$ cat config.mk
export PLATFORM = sky130hd
export DESIGN_NAME = dma_top
export DESIGN_NICKNAME = d
export VERILOG_FILES = /design/src/common/axi_pkg.sv /design/src/common/dma_pkg.sv /design/src/source/dma_fifo.sv /design/src/dma_csr/dma_csr.sv /design/src/dma_engine/read_source_fsm.sv /design/src/dma_engine/write_dest_fsm.sv /design/src/source/dma_top.sv
export SDC_FILE = /design/constraint.sdc
export NUM_CORES = 1
export LEC_CHECK = 0
export ABC_AREA = 1
export BUFFER_PORTS_ARGS = -buffer_cell sky130_fd_sc_hd__buf_2
export CAP_MARGIN = 30
export CORE_MARGIN = 2
export CORE_UTILIZATION = 45
export DETAILED_ROUTE_END_ITERATION = 8
export PLACE_DENSITY = 0.58
export SLEW_MARGIN = 5
export SYNTH_ARGS = -nofsm -noshare
export SYNTH_HDL_FRONTEND = slang
export SYNTH_SLANG_ARGS = --single-unit
$ cat constraint.sdc
create_clock -name clk -period 9.4 [get_ports clk]
set_clock_uncertainty 0.2 [all_clocks]
set_input_delay 2.35 -clock clk [delete_from_list [all_inputs] [get_ports clk]]
set_output_delay 2.35 -clock clk [all_outputs]
set_load 0.05 [all_outputs]
$ cat src/common/axi_pkg.sv
/* AXI response and burst encodings, burst-size helper */

package axi_pkg;

   typedef enum logic [1:0] {
      OKAY   = 2'b00,
      EXOKAY = 2'b01,
      SLVERR = 2'b10,
      DECERR = 2'b11
   } t_axi_resp;

   typedef enum logic [1:0] {
      FIXED = 2'b00,
      INCR  = 2'b01,
      WRAP  = 2'b10
   } t_axi_burst;

   // AxSIZE code for a full-width beat
   function automatic logic [2:0] size_code(input int unsigned data_w);
      return 3'($clog2(data_w / 8));
   endfunction

endpackage

$ cat src/common/dma_pkg.sv
/* DMA descriptor, control and status types, register map of the CSR port */

package dma_pkg;

   // Descriptor address fields, wide enough for the default bus
   localparam int DESC_ADDR_W = 32;

   // Up to 16 beats per descriptor
   localparam int LENGTH_W = 5;

   localparam int CSR_ADDR_W = 3;
   localparam int DONE_W     = 8;

   typedef struct packed {
      logic [DESC_ADDR_W-1:0] src_addr;
      logic [DESC_ADDR_W-1:0] dest_addr;
      logic [LENGTH_W-1:0]    length;
   } t_dma_descriptor;

   typedef struct packed {
      logic reset_dispatcher;
      logic go;
   } t_dma_csr_control;

   typedef struct packed {
      logic [DONE_W-1:0] done_count;
      logic              queue_full;
      logic              stopped_on_error;
      logic              busy;
   } t_dma_csr_status;

   localparam logic [CSR_ADDR_W-1:0] REG_SRC     = 3'd0;
   localparam logic [CSR_ADDR_W-1:0] REG_DEST    = 3'd1;
   localparam logic [CSR_ADDR_W-1:0] REG_LEN     = 3'd2;
   localparam logic [CSR_ADDR_W-1:0] REG_CONTROL = 3'd3;
   localparam logic [CSR_ADDR_W-1:0] REG_STATUS  = 3'd4;

endpackage

$ cat src/source/dma_fifo.sv
/* Synchronous FIFO with valid/ready on both sides, payload type set by parameter */
`timescale 1ns/1ps

module dma_fifo #(
   parameter type item_t = logic,
   parameter int  DEPTH  = 4
)(
   input  logic  clk,
   input  logic  reset_n,
   input  logic  in_valid,
   input  item_t in_data,
   output logic  in_ready,
   output logic  out_valid,
   output item_t out_data,
   input  logic  out_ready,
   output logic  full
);

   localparam int PTR_W = (DEPTH > 1) ? $clog2(DEPTH) : 1;
   localparam int CNT_W = $clog2(DEPTH + 1);

   item_t mem [DEPTH];

   logic [PTR_W-1:0] wr_ptr;
   logic [PTR_W-1:0] rd_ptr;
   logic [CNT_W-1:0] count;
   logic             push;
   logic             pop;

   assign full      = (count == CNT_W'(DEPTH));
   assign in_ready  = ~full;
   assign out_valid = (count != '0);
   assign out_data  = mem[rd_ptr];

   assign push = in_valid & in_ready;
   assign pop  = out_valid & out_ready;

   always_ff @(posedge clk) begin
      if (!reset_n) begin
         wr_ptr <= '0;
         rd_ptr <= '0;
         count  <= '0;
      end else begin
         if (push) begin
            wr_ptr <= (wr_ptr == PTR_W'(DEPTH - 1)) ? '0 : wr_ptr + 1'b1;
         end
         if (pop) begin
            rd_ptr <= (rd_ptr == PTR_W'(DEPTH - 1)) ? '0 : rd_ptr + 1'b1;
         end
         // Simultaneous push and pop leaves the count unchanged
         if (push && !pop) count <= count + 1'b1;
         else if (pop && !push) count <= count - 1'b1;
      end
   end

   always_ff @(posedge clk) begin
      if (push) mem[wr_ptr] <= in_data;
   end

endmodule

$ cat src/dma_csr/dma_csr.sv
/* DMA register block. Assembles descriptors from software writes, queues them on go
   and reports engine status and the number of completed copies */
`timescale 1ns/1ps

module dma_csr import dma_pkg::*; #(
   parameter int ADDR_W = 32
)(
   input  logic                  clk,
   input  logic                  reset_n,
   input  logic                  csr_wr,
   input  logic                  csr_rd,
   input  logic [CSR_ADDR_W-1:0] csr_addr,
   input  logic [ADDR_W-1:0]     csr_wdata,
   output logic [ADDR_W-1:0]     csr_rdata,
   output logic                  push_valid,
   output t_dma_descriptor       push_desc,
   input  logic                  push_ready,
   input  logic                  queue_full,
   input  logic                  busy,
   input  logic                  stopped_on_error,
   input  logic                  desc_done,
   output logic                  reset_dispatcher
);

   logic [ADDR_W-1:0]   src_q;
   logic [ADDR_W-1:0]   dest_q;
   logic [LENGTH_W-1:0] len_q;
   logic [DONE_W-1:0]   done_count;
   logic                ctrl_write;
   t_dma_csr_control    ctrl_wr;
   t_dma_csr_status     status;

   assign ctrl_wr    = t_dma_csr_control'(csr_wdata[1:0]);
   assign ctrl_write = csr_wr & (csr_addr == REG_CONTROL);

   // Go on a full queue is dropped
   assign push_valid          = ctrl_write & ctrl_wr.go & push_ready;
   assign push_desc.src_addr  = DESC_ADDR_W'(src_q);
   assign push_desc.dest_addr = DESC_ADDR_W'(dest_q);
   assign push_desc.length    = len_q;

   assign status.done_count       = done_count;
   assign status.queue_full       = queue_full;
   assign status.stopped_on_error = stopped_on_error;
   assign status.busy             = busy;

   always_ff @(posedge clk) begin
      if (!reset_n) begin
         src_q            <= '0;
         dest_q           <= '0;
         len_q            <= '0;
         done_count       <= '0;
         reset_dispatcher <= 1'b0;
      end else begin
         if (csr_wr && csr_addr == REG_SRC)  src_q  <= csr_wdata;
         if (csr_wr && csr_addr == REG_DEST) dest_q <= csr_wdata;
         if (csr_wr && csr_addr == REG_LEN)  len_q  <= csr_wdata[LENGTH_W-1:0];
         reset_dispatcher <= ctrl_write & ctrl_wr.reset_dispatcher;
         if (desc_done) done_count <= done_count + 1'b1;
      end
   end

   // Read data one cycle after the strobe
   always_ff @(posedge clk) begin
      if (csr_rd) begin
         case (csr_addr)
            REG_SRC:    csr_rdata <= src_q;
            REG_DEST:   csr_rdata <= dest_q;
            REG_LEN:    csr_rdata <= ADDR_W'(len_q);
            REG_STATUS: csr_rdata <= ADDR_W'(status);
            default:    csr_rdata <= '0;
         endcase
      end
   end

endmodule

$ cat src/dma_engine/read_source_fsm.sv
/* Source read engine. One INCR read burst per descriptor, beats go straight into
   the data FIFO */
`timescale 1ns/1ps

module read_source_fsm import dma_pkg::*, axi_pkg::*; #(
   parameter int ADDR_W = 32,
   parameter int DATA_W = 64
)(
   input  logic              clk,
   input  logic              reset_n,
   input  logic              desc_valid,
   input  t_dma_descriptor   desc,
   input  logic              desc_ready,
   output logic              arvalid,
   output logic [ADDR_W-1:0] araddr,
   output logic [7:0]        arlen,
   output logic [2:0]        arsize,
   output logic [1:0]        arburst,
   input  logic              arready,
   input  logic              rvalid,
   input  logic [DATA_W-1:0] rdata,
   input  logic              rlast,
   output logic              rready,
   output logic              data_valid,
   output logic [DATA_W-1:0] data,
   input  logic              data_ready
);

   typedef enum logic [1:0] {
      IDLE,
      ADDR_SETUP,
      READ_DATA
   } t_state;

   t_state state;
   logic   started;
   logic   start;
   logic   beat_done;

   // Head stays in the queue until the write side finishes, so read it only once
   assign start = (state == IDLE) & desc_valid & ~started;

   assign arsize  = size_code(DATA_W);
   assign arburst = INCR;

   assign rready     = (state == READ_DATA) & data_ready;
   assign data_valid = (state == READ_DATA) & rvalid;
   assign data       = rdata;
   assign beat_done  = rvalid & rready;

   always_ff @(posedge clk) begin
      if (!reset_n) begin
         state   <= IDLE;
         arvalid <= 1'b0;
         started <= 1'b0;
      end else begin
         case (state)
            IDLE: begin
               if (start) begin
                  state   <= ADDR_SETUP;
                  arvalid <= 1'b1;
                  started <= 1'b1;
               end
            end
            ADDR_SETUP: begin
               if (arready) begin
                  arvalid <= 1'b0;
                  state   <= READ_DATA;
               end
            end
            READ_DATA: begin
               if (beat_done && rlast) state <= IDLE;
            end
            default: state <= IDLE;
         endcase
         // Descriptor retired by the write engine
         if (desc_valid && desc_ready) started <= 1'b0;
      end
   end

   always_ff @(posedge clk) begin
      if (start) begin
         araddr <= ADDR_W'(desc.src_addr);
         arlen  <= 8'(desc.length) - 8'd1;
      end
   end

endmodule

$ cat src/dma_engine/write_dest_fsm.sv
/* Destination write engine. Drains the data FIFO into one INCR write burst, checks
   the write response and holds the error state until software clears it */
`timescale 1ns/1ps

module write_dest_fsm import dma_pkg::*, axi_pkg::*; #(
   parameter int ADDR_W = 32,
   parameter int DATA_W = 64
)(
   input  logic                clk,
   input  logic                reset_n,
   input  logic                desc_valid,
   input  t_dma_descriptor     desc,
   output logic                desc_ready,
   input  logic                reset_dispatcher,
   output logic                awvalid,
   output logic [ADDR_W-1:0]   awaddr,
   output logic [7:0]          awlen,
   output logic [2:0]          awsize,
   output logic [1:0]          awburst,
   input  logic                awready,
   output logic                wvalid,
   output logic [DATA_W-1:0]   wdata,
   output logic                wlast,
   output logic [DATA_W/8-1:0] wstrb,
   input  logic                wready,
   input  logic                bvalid,
   input  logic [1:0]          bresp,
   output logic                bready,
   input  logic                data_valid,
   input  logic [DATA_W-1:0]   data,
   output logic                data_ready,
   output logic                busy,
   output logic                stopped_on_error,
   output logic                desc_done
);

   typedef enum int {
      IDLE_BIT,
      ADDR_SETUP_BIT,
      WRITE_DATA_BIT,
      WAIT_FOR_WR_RSP_BIT,
      ERROR_BIT
   } t_state_bit;

   typedef enum logic [4:0] {
      IDLE            = 5'b1 << IDLE_BIT,
      ADDR_SETUP      = 5'b1 << ADDR_SETUP_BIT,
      WRITE_DATA      = 5'b1 << WRITE_DATA_BIT,
      WAIT_FOR_WR_RSP = 5'b1 << WAIT_FOR_WR_RSP_BIT,
      ERROR           = 5'b1 << ERROR_BIT
   } t_state;

   t_state              state;
   t_state              next;
   logic [LENGTH_W-1:0] pop_cnt;
   logic                pop;
   logic                wr_resp;
   logic                resp_err;

   assign awsize  = size_code(DATA_W);
   assign awburst = INCR;
   assign wstrb   = '1;

   // Pop only into an empty or draining output slot, never past the burst length
   assign pop = state[WRITE_DATA_BIT] & data_valid & (pop_cnt != desc.length)
              & (~wvalid | wready);
   assign data_ready = pop;

   assign wr_resp  = bvalid & bready;
   assign resp_err = (bresp == SLVERR) | (bresp == DECERR);
   assign bready   = state[WAIT_FOR_WR_RSP_BIT];

   assign desc_done  = wr_resp & ~resp_err;
   assign desc_ready = desc_done | (state[ERROR_BIT] & reset_dispatcher);

   assign busy             = ~state[IDLE_BIT] & ~state[ERROR_BIT];
   assign stopped_on_error = state[ERROR_BIT];

   always_comb begin
      next = state;
      unique case (1'b1)
         state[IDLE_BIT]:            if (desc_valid) next = ADDR_SETUP;
         state[ADDR_SETUP_BIT]:      if (awready) next = WRITE_DATA;
         state[WRITE_DATA_BIT]:      if (wvalid && wready && wlast) next = WAIT_FOR_WR_RSP;
         state[WAIT_FOR_WR_RSP_BIT]: if (wr_resp) next = resp_err ? ERROR : IDLE;
         state[ERROR_BIT]:           if (reset_dispatcher) next = IDLE;
         default:                    next = IDLE;
      endcase
   end

   always_ff @(posedge clk) begin
      if (!reset_n) begin
         state   <= IDLE;
         awvalid <= 1'b0;
         wvalid  <= 1'b0;
         pop_cnt <= '0;
      end else begin
         state <= next;
         if (state[IDLE_BIT] && desc_valid) begin
            awvalid <= 1'b1;
            pop_cnt <= '0;
         end else if (state[ADDR_SETUP_BIT] && awready) begin
            awvalid <= 1'b0;
         end
         if (pop) begin
            wvalid  <= 1'b1;
            pop_cnt <= pop_cnt + 1'b1;
         end else if (wready) begin
            wvalid <= 1'b0;
         end
      end
   end

   always_ff @(posedge clk) begin
      if (state[IDLE_BIT] && desc_valid) begin
         awaddr <= ADDR_W'(desc.dest_addr);
         awlen  <= 8'(desc.length) - 8'd1;
      end
      if (pop) begin
         wdata <= data;
         wlast <= (pop_cnt == desc.length - 1'b1);
      end
   end

endmodule

$ cat src/source/dma_top.sv
/* Single-channel memory-to-memory DMA. Register block, descriptor queue, read and
   write engines joined by the data FIFO */
`timescale 1ns/1ps

module dma_top import dma_pkg::*; #(
   parameter int ADDR_W     = 32,
   parameter int DATA_W     = 64,
   parameter int DESC_DEPTH = 4,
   parameter int DATA_DEPTH = 16
)(
   input  logic                  clk,
   input  logic                  reset_n,
   input  logic                  csr_wr,
   input  logic                  csr_rd,
   input  logic [CSR_ADDR_W-1:0] csr_addr,
   input  logic [ADDR_W-1:0]     csr_wdata,
   output logic [ADDR_W-1:0]     csr_rdata,
   output logic                  arvalid,
   output logic [ADDR_W-1:0]     araddr,
   output logic [7:0]            arlen,
   output logic [2:0]            arsize,
   output logic [1:0]            arburst,
   input  logic                  arready,
   input  logic                  rvalid,
   input  logic [DATA_W-1:0]     rdata,
   input  logic                  rlast,
   input  logic [1:0]            rresp,   // Read response is not checked
   output logic                  rready,
   output logic                  awvalid,
   output logic [ADDR_W-1:0]     awaddr,
   output logic [7:0]            awlen,
   output logic [2:0]            awsize,
   output logic [1:0]            awburst,
   input  logic                  awready,
   output logic                  wvalid,
   output logic [DATA_W-1:0]     wdata,
   output logic                  wlast,
   output logic [DATA_W/8-1:0]   wstrb,
   input  logic                  wready,
   input  logic                  bvalid,
   input  logic [1:0]            bresp,
   output logic                  bready
);

   t_dma_descriptor   push_desc;
   t_dma_descriptor   desc;
   logic              push_valid;
   logic              push_ready;
   logic              queue_full;
   logic              desc_valid;
   logic              desc_ready;
   logic              busy;
   logic              stopped_on_error;
   logic              desc_done;
   logic              reset_dispatcher;
   logic              in_valid;
   logic [DATA_W-1:0] in_data;
   logic              in_ready;
   logic              out_valid;
   logic [DATA_W-1:0] out_data;
   logic              out_ready;

   dma_csr #(.ADDR_W(ADDR_W)) u_csr (
      .clk, .reset_n, .csr_wr, .csr_rd, .csr_addr, .csr_wdata, .csr_rdata,
      .push_valid, .push_desc, .push_ready, .queue_full,
      .busy, .stopped_on_error, .desc_done, .reset_dispatcher
   );

   dma_fifo #(.item_t(t_dma_descriptor), .DEPTH(DESC_DEPTH)) u_desc_queue (
      .clk, .reset_n,
      .in_valid(push_valid), .in_data(push_desc), .in_ready(push_ready),
      .out_valid(desc_valid), .out_data(desc), .out_ready(desc_ready),
      .full(queue_full)
   );

   read_source_fsm #(.ADDR_W(ADDR_W), .DATA_W(DATA_W)) u_read (
      .clk, .reset_n, .desc_valid, .desc, .desc_ready,
      .arvalid, .araddr, .arlen, .arsize, .arburst, .arready,
      .rvalid, .rdata, .rlast, .rready,
      .data_valid(in_valid), .data(in_data), .data_ready(in_ready)
   );

   dma_fifo #(.item_t(logic [DATA_W-1:0]), .DEPTH(DATA_DEPTH)) u_data_fifo (
      .clk, .reset_n,
      .in_valid, .in_data, .in_ready,
      .out_valid, .out_data, .out_ready,
      .full()
   );

   write_dest_fsm #(.ADDR_W(ADDR_W), .DATA_W(DATA_W)) u_write (
      .clk, .reset_n, .desc_valid, .desc, .desc_ready, .reset_dispatcher,
      .awvalid, .awaddr, .awlen, .awsize, .awburst, .awready,
      .wvalid, .wdata, .wlast, .wstrb, .wready,
      .bvalid, .bresp, .bready,
      .data_valid(out_valid), .data(out_data), .data_ready(out_ready),
      .busy, .stopped_on_error, .desc_done
   );

endmodule

# Word-level counts from Yosys, hierarchy flattened
# Memory sizes are Yosys's and may differ from the RTL's. A register that Yosys moved wholly into a read port is not among the register bits.
# Cells that the tools add are included.
[op_classes] addsub=12 eq_ne=19 n_mux=35 n_bitwise=31 n_reduce_logical=31
[ops] cell="one-hot mux 32 bit (4 select lines)" n=1
[ops] cell="two-way mux 5 bit" n=7
[ops] cell="one-hot mux 5 bit (5 select lines)" n=1
[ops] cell="AND 1 bit" n=20
[ops] cell="two-way mux 2 bit" n=8
[ops] cell="logical AND 1 bit" n=13
[ops] cell="two-way mux 4 bit" n=3
[ops] cell="nonzero test 2 bit" n=6
[ops] cell="adder 5 x 1 -> 5 bit (second input constant)" n=2
[ops] cell="== test 2 bit (second input constant)" n=5
[ops] cell="two-way mux 1 bit" n=10
[ops] cell="subtractor 5 x 1 -> 5 bit (second input constant)" n=2
[ops] cell="two-way mux 3 bit" n=3
[ops] cell="adder 4 x 1 -> 4 bit (second input constant)" n=2
[ops] cell="adder 8 x 1 -> 8 bit (second input constant)" n=1
[ops] cell="== test 4 bit (second input constant)" n=2
[ops] cell="inverter 1 bit" n=8
[ops] cell="== test 3 x 2 -> 1 bit (second input constant)" n=2
[ops] cell="== test 3 bit (second input constant)" n=2
[ops] cell="one-hot mux 2 bit (3 select lines)" n=1
[ops] cell="AND reduction 3 bit" n=2
[ops] cell="subtractor 5 x 1 -> 6 bit (second input constant)" n=1
[ops] cell="== test 5 bit" n=1
[ops] cell="== test 5 bit (second input constant)" n=1
[ops] cell="other kinds (17)" n=24
[word_totals] reg_bits=227 mem_bits_rw=1300 in_bits=113 output_inout_bits=200 wordCells=154 mem_count=2
[mem_list] memory="u_data_fifo.mem" words=16 width=64 rd=1 rd_ports_with_merged_regs=1 wr=1 line="dma_fifo.sv:22" source="item_t mem [DEPTH];"
[mem_list] memory="u_desc_queue.mem" words=4 width=69 rd=1 rd_ports_with_merged_regs=1 wr=1 line="dma_fifo.sv:22"

# Depth between registers and ports, before layout
# Gate-level depths: netlist of the first run.
[logic_depth] word_depth=9 ltp_mapped=21 ltp_nobuf=19

# By module
# A second synthesis of the first run with hierarchy kept.
[hier_totals] cells_unflattened=5627 area_unflattened_um2=64669.5
[by_module_without_submodules] module="dma_fifo at u_data_fifo" instances=1 cells_per_inst=3945 area_per_inst_um2=43531.8 seq_area_each_um2=31089.8
[by_module_without_submodules] module="dma_fifo at u_desc_queue" instances=1 cells_per_inst=738 area_per_inst_um2=10731.5 seq_area_each_um2=8468.1
[by_module_without_submodules] module="dma_csr" instances=1 cells_per_inst=565 area_per_inst_um2=4465.5 seq_area_each_um2=2522.4
[by_module_without_submodules] module="write_dest_fsm" instances=1 cells_per_inst=227 area_per_inst_um2=3976.3 seq_area_each_um2=3333.2
[by_module_without_submodules] module="read_source_fsm" instances=1 cells_per_inst=152 area_per_inst_um2=1964.4 seq_area_each_um2=1221.2

# Worst setup path after synthesis of the first run
# Ideal clock, no wire load.
[synth_timing] path_kind="input port to flip-flop" startpoint="input port rvalid" endpoint="memory u_data_fifo.mem[7][0] (netlist name), enable pin" setup_ns=0.565 t_arrival_ns=7.226 required_time_ns=8.635 setup_slack_ns=1.409 cell_stages=5 path_buffers=0 path_cell_list="and3_1 nand2_1 inv_1 nand2_1 nor3_1"
[synth_between] elab_chain_cells=4
[synth_lines] element="from (decl)" line="dma_top.sv:24" source="input logic rvalid,"
[synth_lines] element="AND 1 bit" line="read_source_fsm.sv:47" source="assign data_valid = (state == READ_DATA) & rvalid;"
[synth_lines] element="AND 1 bit" line="dma_fifo.sv:35" source="assign push = in_valid & in_ready;"
[synth_lines] element="via u_data_fifo.push" line="dma_fifo.sv:27" source="logic push;"
[synth_lines] element="two-way mux 1 bit" line="dma_fifo.sv:57" source="if (push) mem[wr_ptr] <= in_data;"
[synth_lines] element="two-way mux 1 bit (not written as such)" line="dma_fifo.sv:57"
[synth_lines] element="to (decl)" line="dma_fifo.sv:22"
# The timed path passes the listed nets, and every way through them passes these cells.

# Worst setup path after layout of the first run
[layout_timing] startpoint="input port csr_addr[0]" endpoint="memory u_desc_queue.mem[2][25] (netlist name), enable pin"
[layout_between] elab_chain_cells=7
[layout_lines] element="from (decl)" line="dma_top.sv:15" source="input logic [CSR_ADDR_W-1:0] csr_addr,"
[layout_lines] element="== test 3 x 2 -> 1 bit" line="dma_csr.sv:34" source="assign ctrl_write = csr_wr & (csr_addr == REG_CONTROL);"
[layout_lines] element="AND 1 bit" line="dma_csr.sv:34"
[layout_lines] element="AND 1 bit (2 in a row)" line="dma_csr.sv:37" source="assign push_valid = ctrl_write & ctrl_wr.go & push_ready;"
[layout_lines] element="AND 1 bit" line="dma_fifo.sv:35"
[layout_lines] element="two-way mux 1 bit" line="dma_fifo.sv:57"
[layout_lines] element="two-way mux 1 bit (not written as such)" line="dma_fifo.sv:57"
[layout_lines] element="to (decl)" line="dma_fifo.sv:22"
# No other way between the ends.

==> results of run 1 <==
## metrics by stage
stage / instance area, sq um / utilization (%) / power, mW / instances / worst slack, ns
after global routing: 69200 / 52.0 / 14.9 / 6559 / 4.06
after detailed placement: 63500 / 47.8 / 8.21 / 6244 / 3.41
after global placement: 63100 / 47.5 / 8.20 / 6228 / 3.38
after CTS: 68900 / 51.8 / 14.6 / 6547 / 4.27
final: 69200 / 52.0 / 14.5 / 6566 / 4.25
after floorplan: 60100 / - / 8.06 / 4417 / 1.41
## metal layers
metal	up-vias	routed length [um]	GRT usage, %
li1	16900	-	-
met1	18300	64600	29.4
met2	1129	73600	36.5
met3	258	8910	3.80
met4	20	3070	5.77
met5	-	130	0
## synth_stat cells, drive strengths merged (3+ instances only)
master and n:
o21ai 753, nor2 764, nor3 11, xor2 10
nand3 144, inv 102, o22ai 215, ha 18
dfxtp 116, xnor2 3, o2111ai 4, edfxtp 1473
o221ai 112, o211ai 23, buf 64, nand4 8
nand2 257, clkbuf 238, a21oi 68
## state kept, by name (all words and copies together) (netlist names), 2 cells and up, named ones only
register / cells
u_data_fifo.mem: 1024
u_desc_queue.mem: 276
u_write.wdata: 64
u_csr.csr_rdata: 32
u_csr.dest_q: 32
u_csr.src_q: 32
u_read.araddr: 32
u_write.awaddr: 32
u_csr.done_count: 8
u_read.arlen: 6
u_write.awlen: 6
u_csr.len_q: 5
u_data_fifo.count: 5
u_write.pop_cnt: 5
u_write.state: 5
u_data_fifo.rd_ptr: 4
u_data_fifo.wr_ptr: 4
u_desc_queue.count: 3
u_desc_queue.rd_ptr: 2
u_desc_queue.wr_ptr: 2
u_read.state: 2
## power by group
| group | switching (mW) | total [mW] | internal [mW] |
|---|---|---|---|
| clock | 2.75 | 6.42 | 3.67 |
| combinational | 0.233 | 0.288 | 0.0550 |
| sequential | 0.0274 | 7.77 | 7.74 |
| total | 3.01 | 14.5 | 11.5 |
## cells by family after synthesis
| group | Yosys count | share of synthesized area (%) |
|---|---|---|
| AO/OA/AOI/OAI | 1182 | 11.2 |
| AND/OR/NAND/NOR | 1189 | 7.90 |
| XOR/XNOR | 13 | 0.190 |
| adder cells (fa/ha/maj) | 20 | 0.442 |
| buffers and inverters | 406 | 2.78 |
| other | 2 | 0.0125 |
| flip-flops | 1589 | 77.5 |
## area by class of cell
type / instances / area share, %
Inverter: 104 / 0.606
Clock buffer: 224 / 6.45
Tap cell: 1768 / 3.20
Antenna cell: 9 / 0.0325
Multi-Input combinational cell: 2422 / 17.4
Clock inverter: 79 / 1.31
Sequential cell: 1589 / 67.3
Timing Repair Buffer: 371 / 3.66
## worst paths after layout
check / start / endpoint / slack [ns] / depth (start not counted)
hold / removal: u_write.awvalid$_SDFFE_PN0P_ / u_write.awvalid$_SDFFE_PN0P_ / 0.26 / 2
setup reg to reg: flip-flop / u_write.wdata[23]$_DFFE_PP_ / 5.36 / 12
hold reg to reg: u_write.awvalid$_SDFFE_PN0P_ / u_write.awvalid$_SDFFE_PN0P_ / 0.26 / 2
setup / recovery: csr_addr[0] / u_desc_queue.mem[2][25]$_DFFE_PP_ / 4.25 / 6
## critical path: cells and delay by family
kind / cells / cell delay, ns
buffers and inverters: 3 / 0.93
AND/OR/NAND/NOR: 3 / 2.02
==> impl_metrics.ini, run 1 <==
[status]
outcome = finished clean

[placement]
place.detailed.hpwl_um = 78000
io_buffer_count = 291
routabilityCongestion = 0.777

[sta]
hold_violations = 0
tightest_slew_margin_relative_to_the_limit_pct = 32.2
final-max-slew-violation-count = 0
hold_slack_ns = 0.263
fin_setup_tns_ns = 0
worst_slew_pin_slew_ns = 1.02
setup_repair_after_global_routing_missed_its_margin = no
timing.final.setup_violations = 0
final.period_utilization_pct = 54.8
finalWorstPathRequiredPeriod_ns = 5.15
max_freq_mhz = 194

[critical_path]
path_max_fanout = 50
crit_chain = buf_2 > inv_1 > nor4_1 > nand3_1 > nor2_4 > buf_4
crit_slowest_cell = sky130_fd_sc_hd__nor2_4
critical_path_required_ns = 9.62
worstSetupPathType = in2reg
timing.critical_path.arrival_ns = 5.37
start_kind = primary input
worst_path_largest_cell_delay_ns = 0.78
endpoint_class_of_the_critical_path = flip-flop

[global_route]
vias_in_the_first_global_route = 35100
grt_usage_pct = 21.8
pin_count_of_the_biggest_net_entering_global_routing = 214
grt_overflow = 0
grt_first_pass_wirelength_um = 223000
antenna_violations_before_repair = 26

[finish]
area_delta_synth_final_pct = 15.2
multi_input_area_sq_um = 12100
n_fill_cell = 11100
drive_gt1_share_pct = 13.6
mostFrequentLayoutCells = sky130_fd_sc_hd__edfxtp_1, sky130_fd_sc_hd__o21ai_0, sky130_fd_sc_hd__nor2_1
storage_element_area_sq_um = 46600
layout_commonest_cell = sky130_fd_sc_hd__edfxtp_1
final_nets = 4785

[die]
die-area_sq_um = 136000
boundaryPins = 313
floorplan.initialDensity_pct = 45.2
die-width_um = 369
floorplan.die.height_um = 369
core_box_area_sq_um = 133000
placement_rows = 134

[logic_synthesis]
number_of_enable_type_register_cells_in_the_synthesized_netlist = 1473
postSynth.asyncResetShare_pct = 0
syn_area_sq_um = 60100
ys_seq_area_share_pct = 77.5
syn_area_per_cell_sq_um = 13.6
synth_area_leaders = sky130_fd_sc_hd__edfxtp_1, sky130_fd_sc_hd__o21ai_0, sky130_fd_sc_hd__nor2_1
yosysTopAreaCellShare_pct = 73.7
synth_largest_area_cell = sky130_fd_sc_hd__edfxtp_1
ys.flop_type = sky130_fd_sc_hd__edfxtp_1
synthCells = 4401
yosys.cell_types.count = 43
ys_seq_elements = 1589
yosysWarnings = 0

[detailed_routing]
first_pass_iters = 5
post_drt_wl_per_cell_um = 22.9
drt-initial-drc-count = 3414
vias_per_cell = 5.57
detail_route.drc_violations = 0
ant_nets = 0
totalWireLength_um = 150000
detailroute.via_count = 36600

[clock_tree]
cts.sink_count = 1589
clk_pin_slew_ns = 0.06
clock-root-buffer = sky130_fd_sc_hd__clkbuf_16
ctsHoldBuffers = 0
post_cts_buffers = 0
number_of_buffers_created_by_cts = 164
clk-insertion-delay-late_ns = 0.81
cts_resized = 0
clock_tree.buffer_depth = 3
cts_max_level = 4
cts_tree = built

[worst_hold_path]
worstHoldPathType = reg2reg

[job]
drv.max_cap_violation_count = 0

[pwr]
static-leakage-power_nw = 23.3
ir_worst_vdd_mv = 0.178
p_per_area_nw_per_um2 = 209
Power figures use the tool's default switching activity.
==> run 2, diff against run 1 <==
==> constraint.sdc (replaced) <==
create_clock -name clk -period 4.77 [get_ports clk]
set_clock_uncertainty 0.2 [all_clocks]
set_input_delay 1.1925 -clock clk [delete_from_list [all_inputs] [get_ports clk]]
set_output_delay 1.1925 -clock clk [all_outputs]
set_load 0.05 [all_outputs]
==> impl_metrics.ini, run 2 (synthesis gave the netlist of run 1 again) <==
[critical_path]
crit_path_end = u_data_fifo.count[4]$_SDFFE_PN0P_
path_max_fanout = 43
timing.critical_path.arrival_ns = 4.20
timing.rr.end = u_data_fifo.count[4]$_SDFFE_PN0P_
endpoint_class_of_the_critical_path = flip-flop
worstSetupPathType = reg2reg
critical_path_required_ns = 5.29
start_kind = flip-flop
r2r_cells = 18
setup.reg_to_reg.worst_slack_ns = 1.09

[global_route]
grt_usage_pct = 21.3
grt_util_met2_pct = 35.1
groute.layer.met1.usage_pct = 28.7
grt_overflow = 0
grt_first_pass_wirelength_um = 219000
antenna_violations_before_repair = 20
grt_most_used_layer = met2
pin_count_of_the_biggest_net_entering_global_routing = 284
grtUsageMet3_pct = 4.06
vias_in_the_first_global_route = 34800

[detailed_routing]
post_drt_wl_per_cell_um = 22.4
first_pass_iters = 8
totalWireLength_um = 147000
vias_per_cell = 5.56
ant_nets = 0
detail_route.drc_violations = 0
detailroute.via_count = 36600
drt-initial-drc-count = 3373

[clock_tree]
cts_tree = built
clock-root-buffer = sky130_fd_sc_hd__clkbuf_16
clk_pin_slew_ns = 0.06
clock_tree.buffer_depth = 3
number_of_buffers_created_by_cts = 166
cts_resized = 0
clk-insertion-delay-late_ns = 0.80
cts_max_level = 4
post_cts_buffers = 0
cts.sink_count = 1589
ctsHoldBuffers = 0

[sta]
hold_violations = 0
max_freq_mhz = 271
finalWorstPathRequiredPeriod_ns = 3.68
final-max-slew-violation-count = 0
setup_repair_after_global_routing_missed_its_margin = no
final.period_utilization_pct = 77.2
worst_slew_pin_slew_ns = 1.11
timing.final.setup_violations = 0
tightest_slew_margin_relative_to_the_limit_pct = 25.7

[pwr]
part_of_the_total_power_dissipated_in_sequential_elements_pct = 53.9
power.share.combinational_pct = 2.0
net_switching_component_of_the_power_mw = 5.85
ir_worst_vdd_mv = 0.382
share_clk_of_total_power_pct = 44.2
cell_internal_pwr_mw = 22.6
static-leakage-power_nw = 23.3
p_per_area_nw_per_um2 = 411
swShare_pct = 20.6

[placement]
placed_cell_area_sq_um = 63800
io_buffer_count = 291
place.detailed.hpwl_um = 76400
routabilityCongestion = 0.784

[die]
die-area_sq_um = 136000
boundaryPins = 313
floorplan.die.height_um = 369
placement_rows = 134
core_box_area_sq_um = 133000
die-width_um = 369
floorplan.initialDensity_pct = 45.2

[finish]
mostFrequentLayoutCells = sky130_fd_sc_hd__edfxtp_1, sky130_fd_sc_hd__o21ai_0, sky130_fd_sc_hd__nor2_1
finish.utilization_pct = 52.0
drive_gt1_share_pct = 13.6
max_reg_flops = 1024
largest-register = u_data_fifo.mem
area_delta_synth_final_pct = 15.2
reg_top3 = u_data_fifo.mem: 1024 flops, u_desc_queue.mem: 276 flops, u_write.wdata: 64 flops
layout_commonest_cell = sky130_fd_sc_hd__edfxtp_1
final_nets = 4792
final_area_sq_um = 69200

[worst_hold_path]
worstHoldPathType = reg2reg
hold_path_depth = 2

[job]
drv.max_cap_violation_count = 0

[status]
outcome = finished clean
[run 2: layout make-up]
| class | instances | area, sq um |
|---|---|---|
| Antenna cell | 8 | 20.0 |
| Tap cell | 1768 | 2210 |
| Sequential cell | 1589 | 46600 |
| Fill cell | 11100 | 63800 |
| Multi-Input combinational cell | 2422 | 12100 |
| Inverter | 104 | 419 |
| Timing Repair Buffer | 376 | 2590 |
| Clock inverter | 89 | 861 |
| Clock buffer | 220 | 4460 |
[run 2: power groups by stage]
stage                     Clock (mW)  Sequential, mW  Combinational (mW)
after floorplan                    0            15.7               0.173
after global placement             0            15.6               0.554
after detailed placement           0            15.6               0.563
after CTS                       12.8            15.3               0.565
after global routing            13.3            15.3               0.610
final                           12.6            15.3               0.563
[run 2: routing by layer]
layer	part of all wire [%]	vias to the layer above
met5	0.044	-
met3	6.2	254
li1	-	16900
met2	48	1126
met1	43	18300
met4	2.4	10
[run 2: how the worst min path moves through the flow]
stage                                      from                          endpoint  slack, ns
2_1_floorplan  u_csr.done_count[7]$_SDFFE_PN0P_  u_csr.done_count[7]$_SDFFE_PN0P_       0.24
3_3_place_gp       u_write.awvalid$_SDFFE_PN0P_      u_write.awvalid$_SDFFE_PN0P_       0.26
3_5_place_dp        u_read.arvalid$_SDFFE_PN0P_       u_read.arvalid$_SDFFE_PN0P_       0.26
4_1_cts             u_read.arvalid$_SDFFE_PN0P_       u_read.arvalid$_SDFFE_PN0P_       0.27
5_1_grt             u_write.state[1]$_SDFF_PN0_       u_write.state[1]$_SDFF_PN0_       0.29
6_report            u_read.arvalid$_SDFFE_PN0P_       u_read.arvalid$_SDFFE_PN0P_       0.27
[run 2: critical path: stages (launching register included)]
cell and delay, ns:
sky130_fd_sc_hd__dfxtp_4 0.65, sky130_fd_sc_hd__inv_4 0.30, sky130_fd_sc_hd__nand2_1 0.13, sky130_fd_sc_hd__nand3_1 0.13, sky130_fd_sc_hd__nand2_2 0.18, sky130_fd_sc_hd__nand2_1 0.07
sky130_fd_sc_hd__nand2_1 0.09, sky130_fd_sc_hd__nand2_1 0.09, sky130_fd_sc_hd__nor2_4 0.10, sky130_fd_sc_hd__nand2_4 0.08, sky130_fd_sc_hd__nand3_4 0.16, sky130_fd_sc_hd__ha_1 0.22
sky130_fd_sc_hd__inv_1 0.10, sky130_fd_sc_hd__fa_1 0.42, sky130_fd_sc_hd__a21o_1 0.18, sky130_fd_sc_hd__a21oi_1 0.18, sky130_fd_sc_hd__xor2_1 0.16, sky130_fd_sc_hd__nand2_1 0.06
sky130_fd_sc_hd__a21oi_1 0.11
[run 2: through the flow]
step,TNS [ns],total power [mW],hold slack [ns],instances,worst slack (ns)
6_report,0,28.4,0.271,6576,1.09
5_1_grt,0,29.3,0.294,6572,0.769
4_1_cts,0,28.7,0.273,6564,1.10
3_5_place_dp,0,16.2,0.263,6255,1.04
3_3_place_gp,0,16.2,0.258,6253,1.05
2_1_floorplan,-187.14,15.9,0.244,4417,-0.678
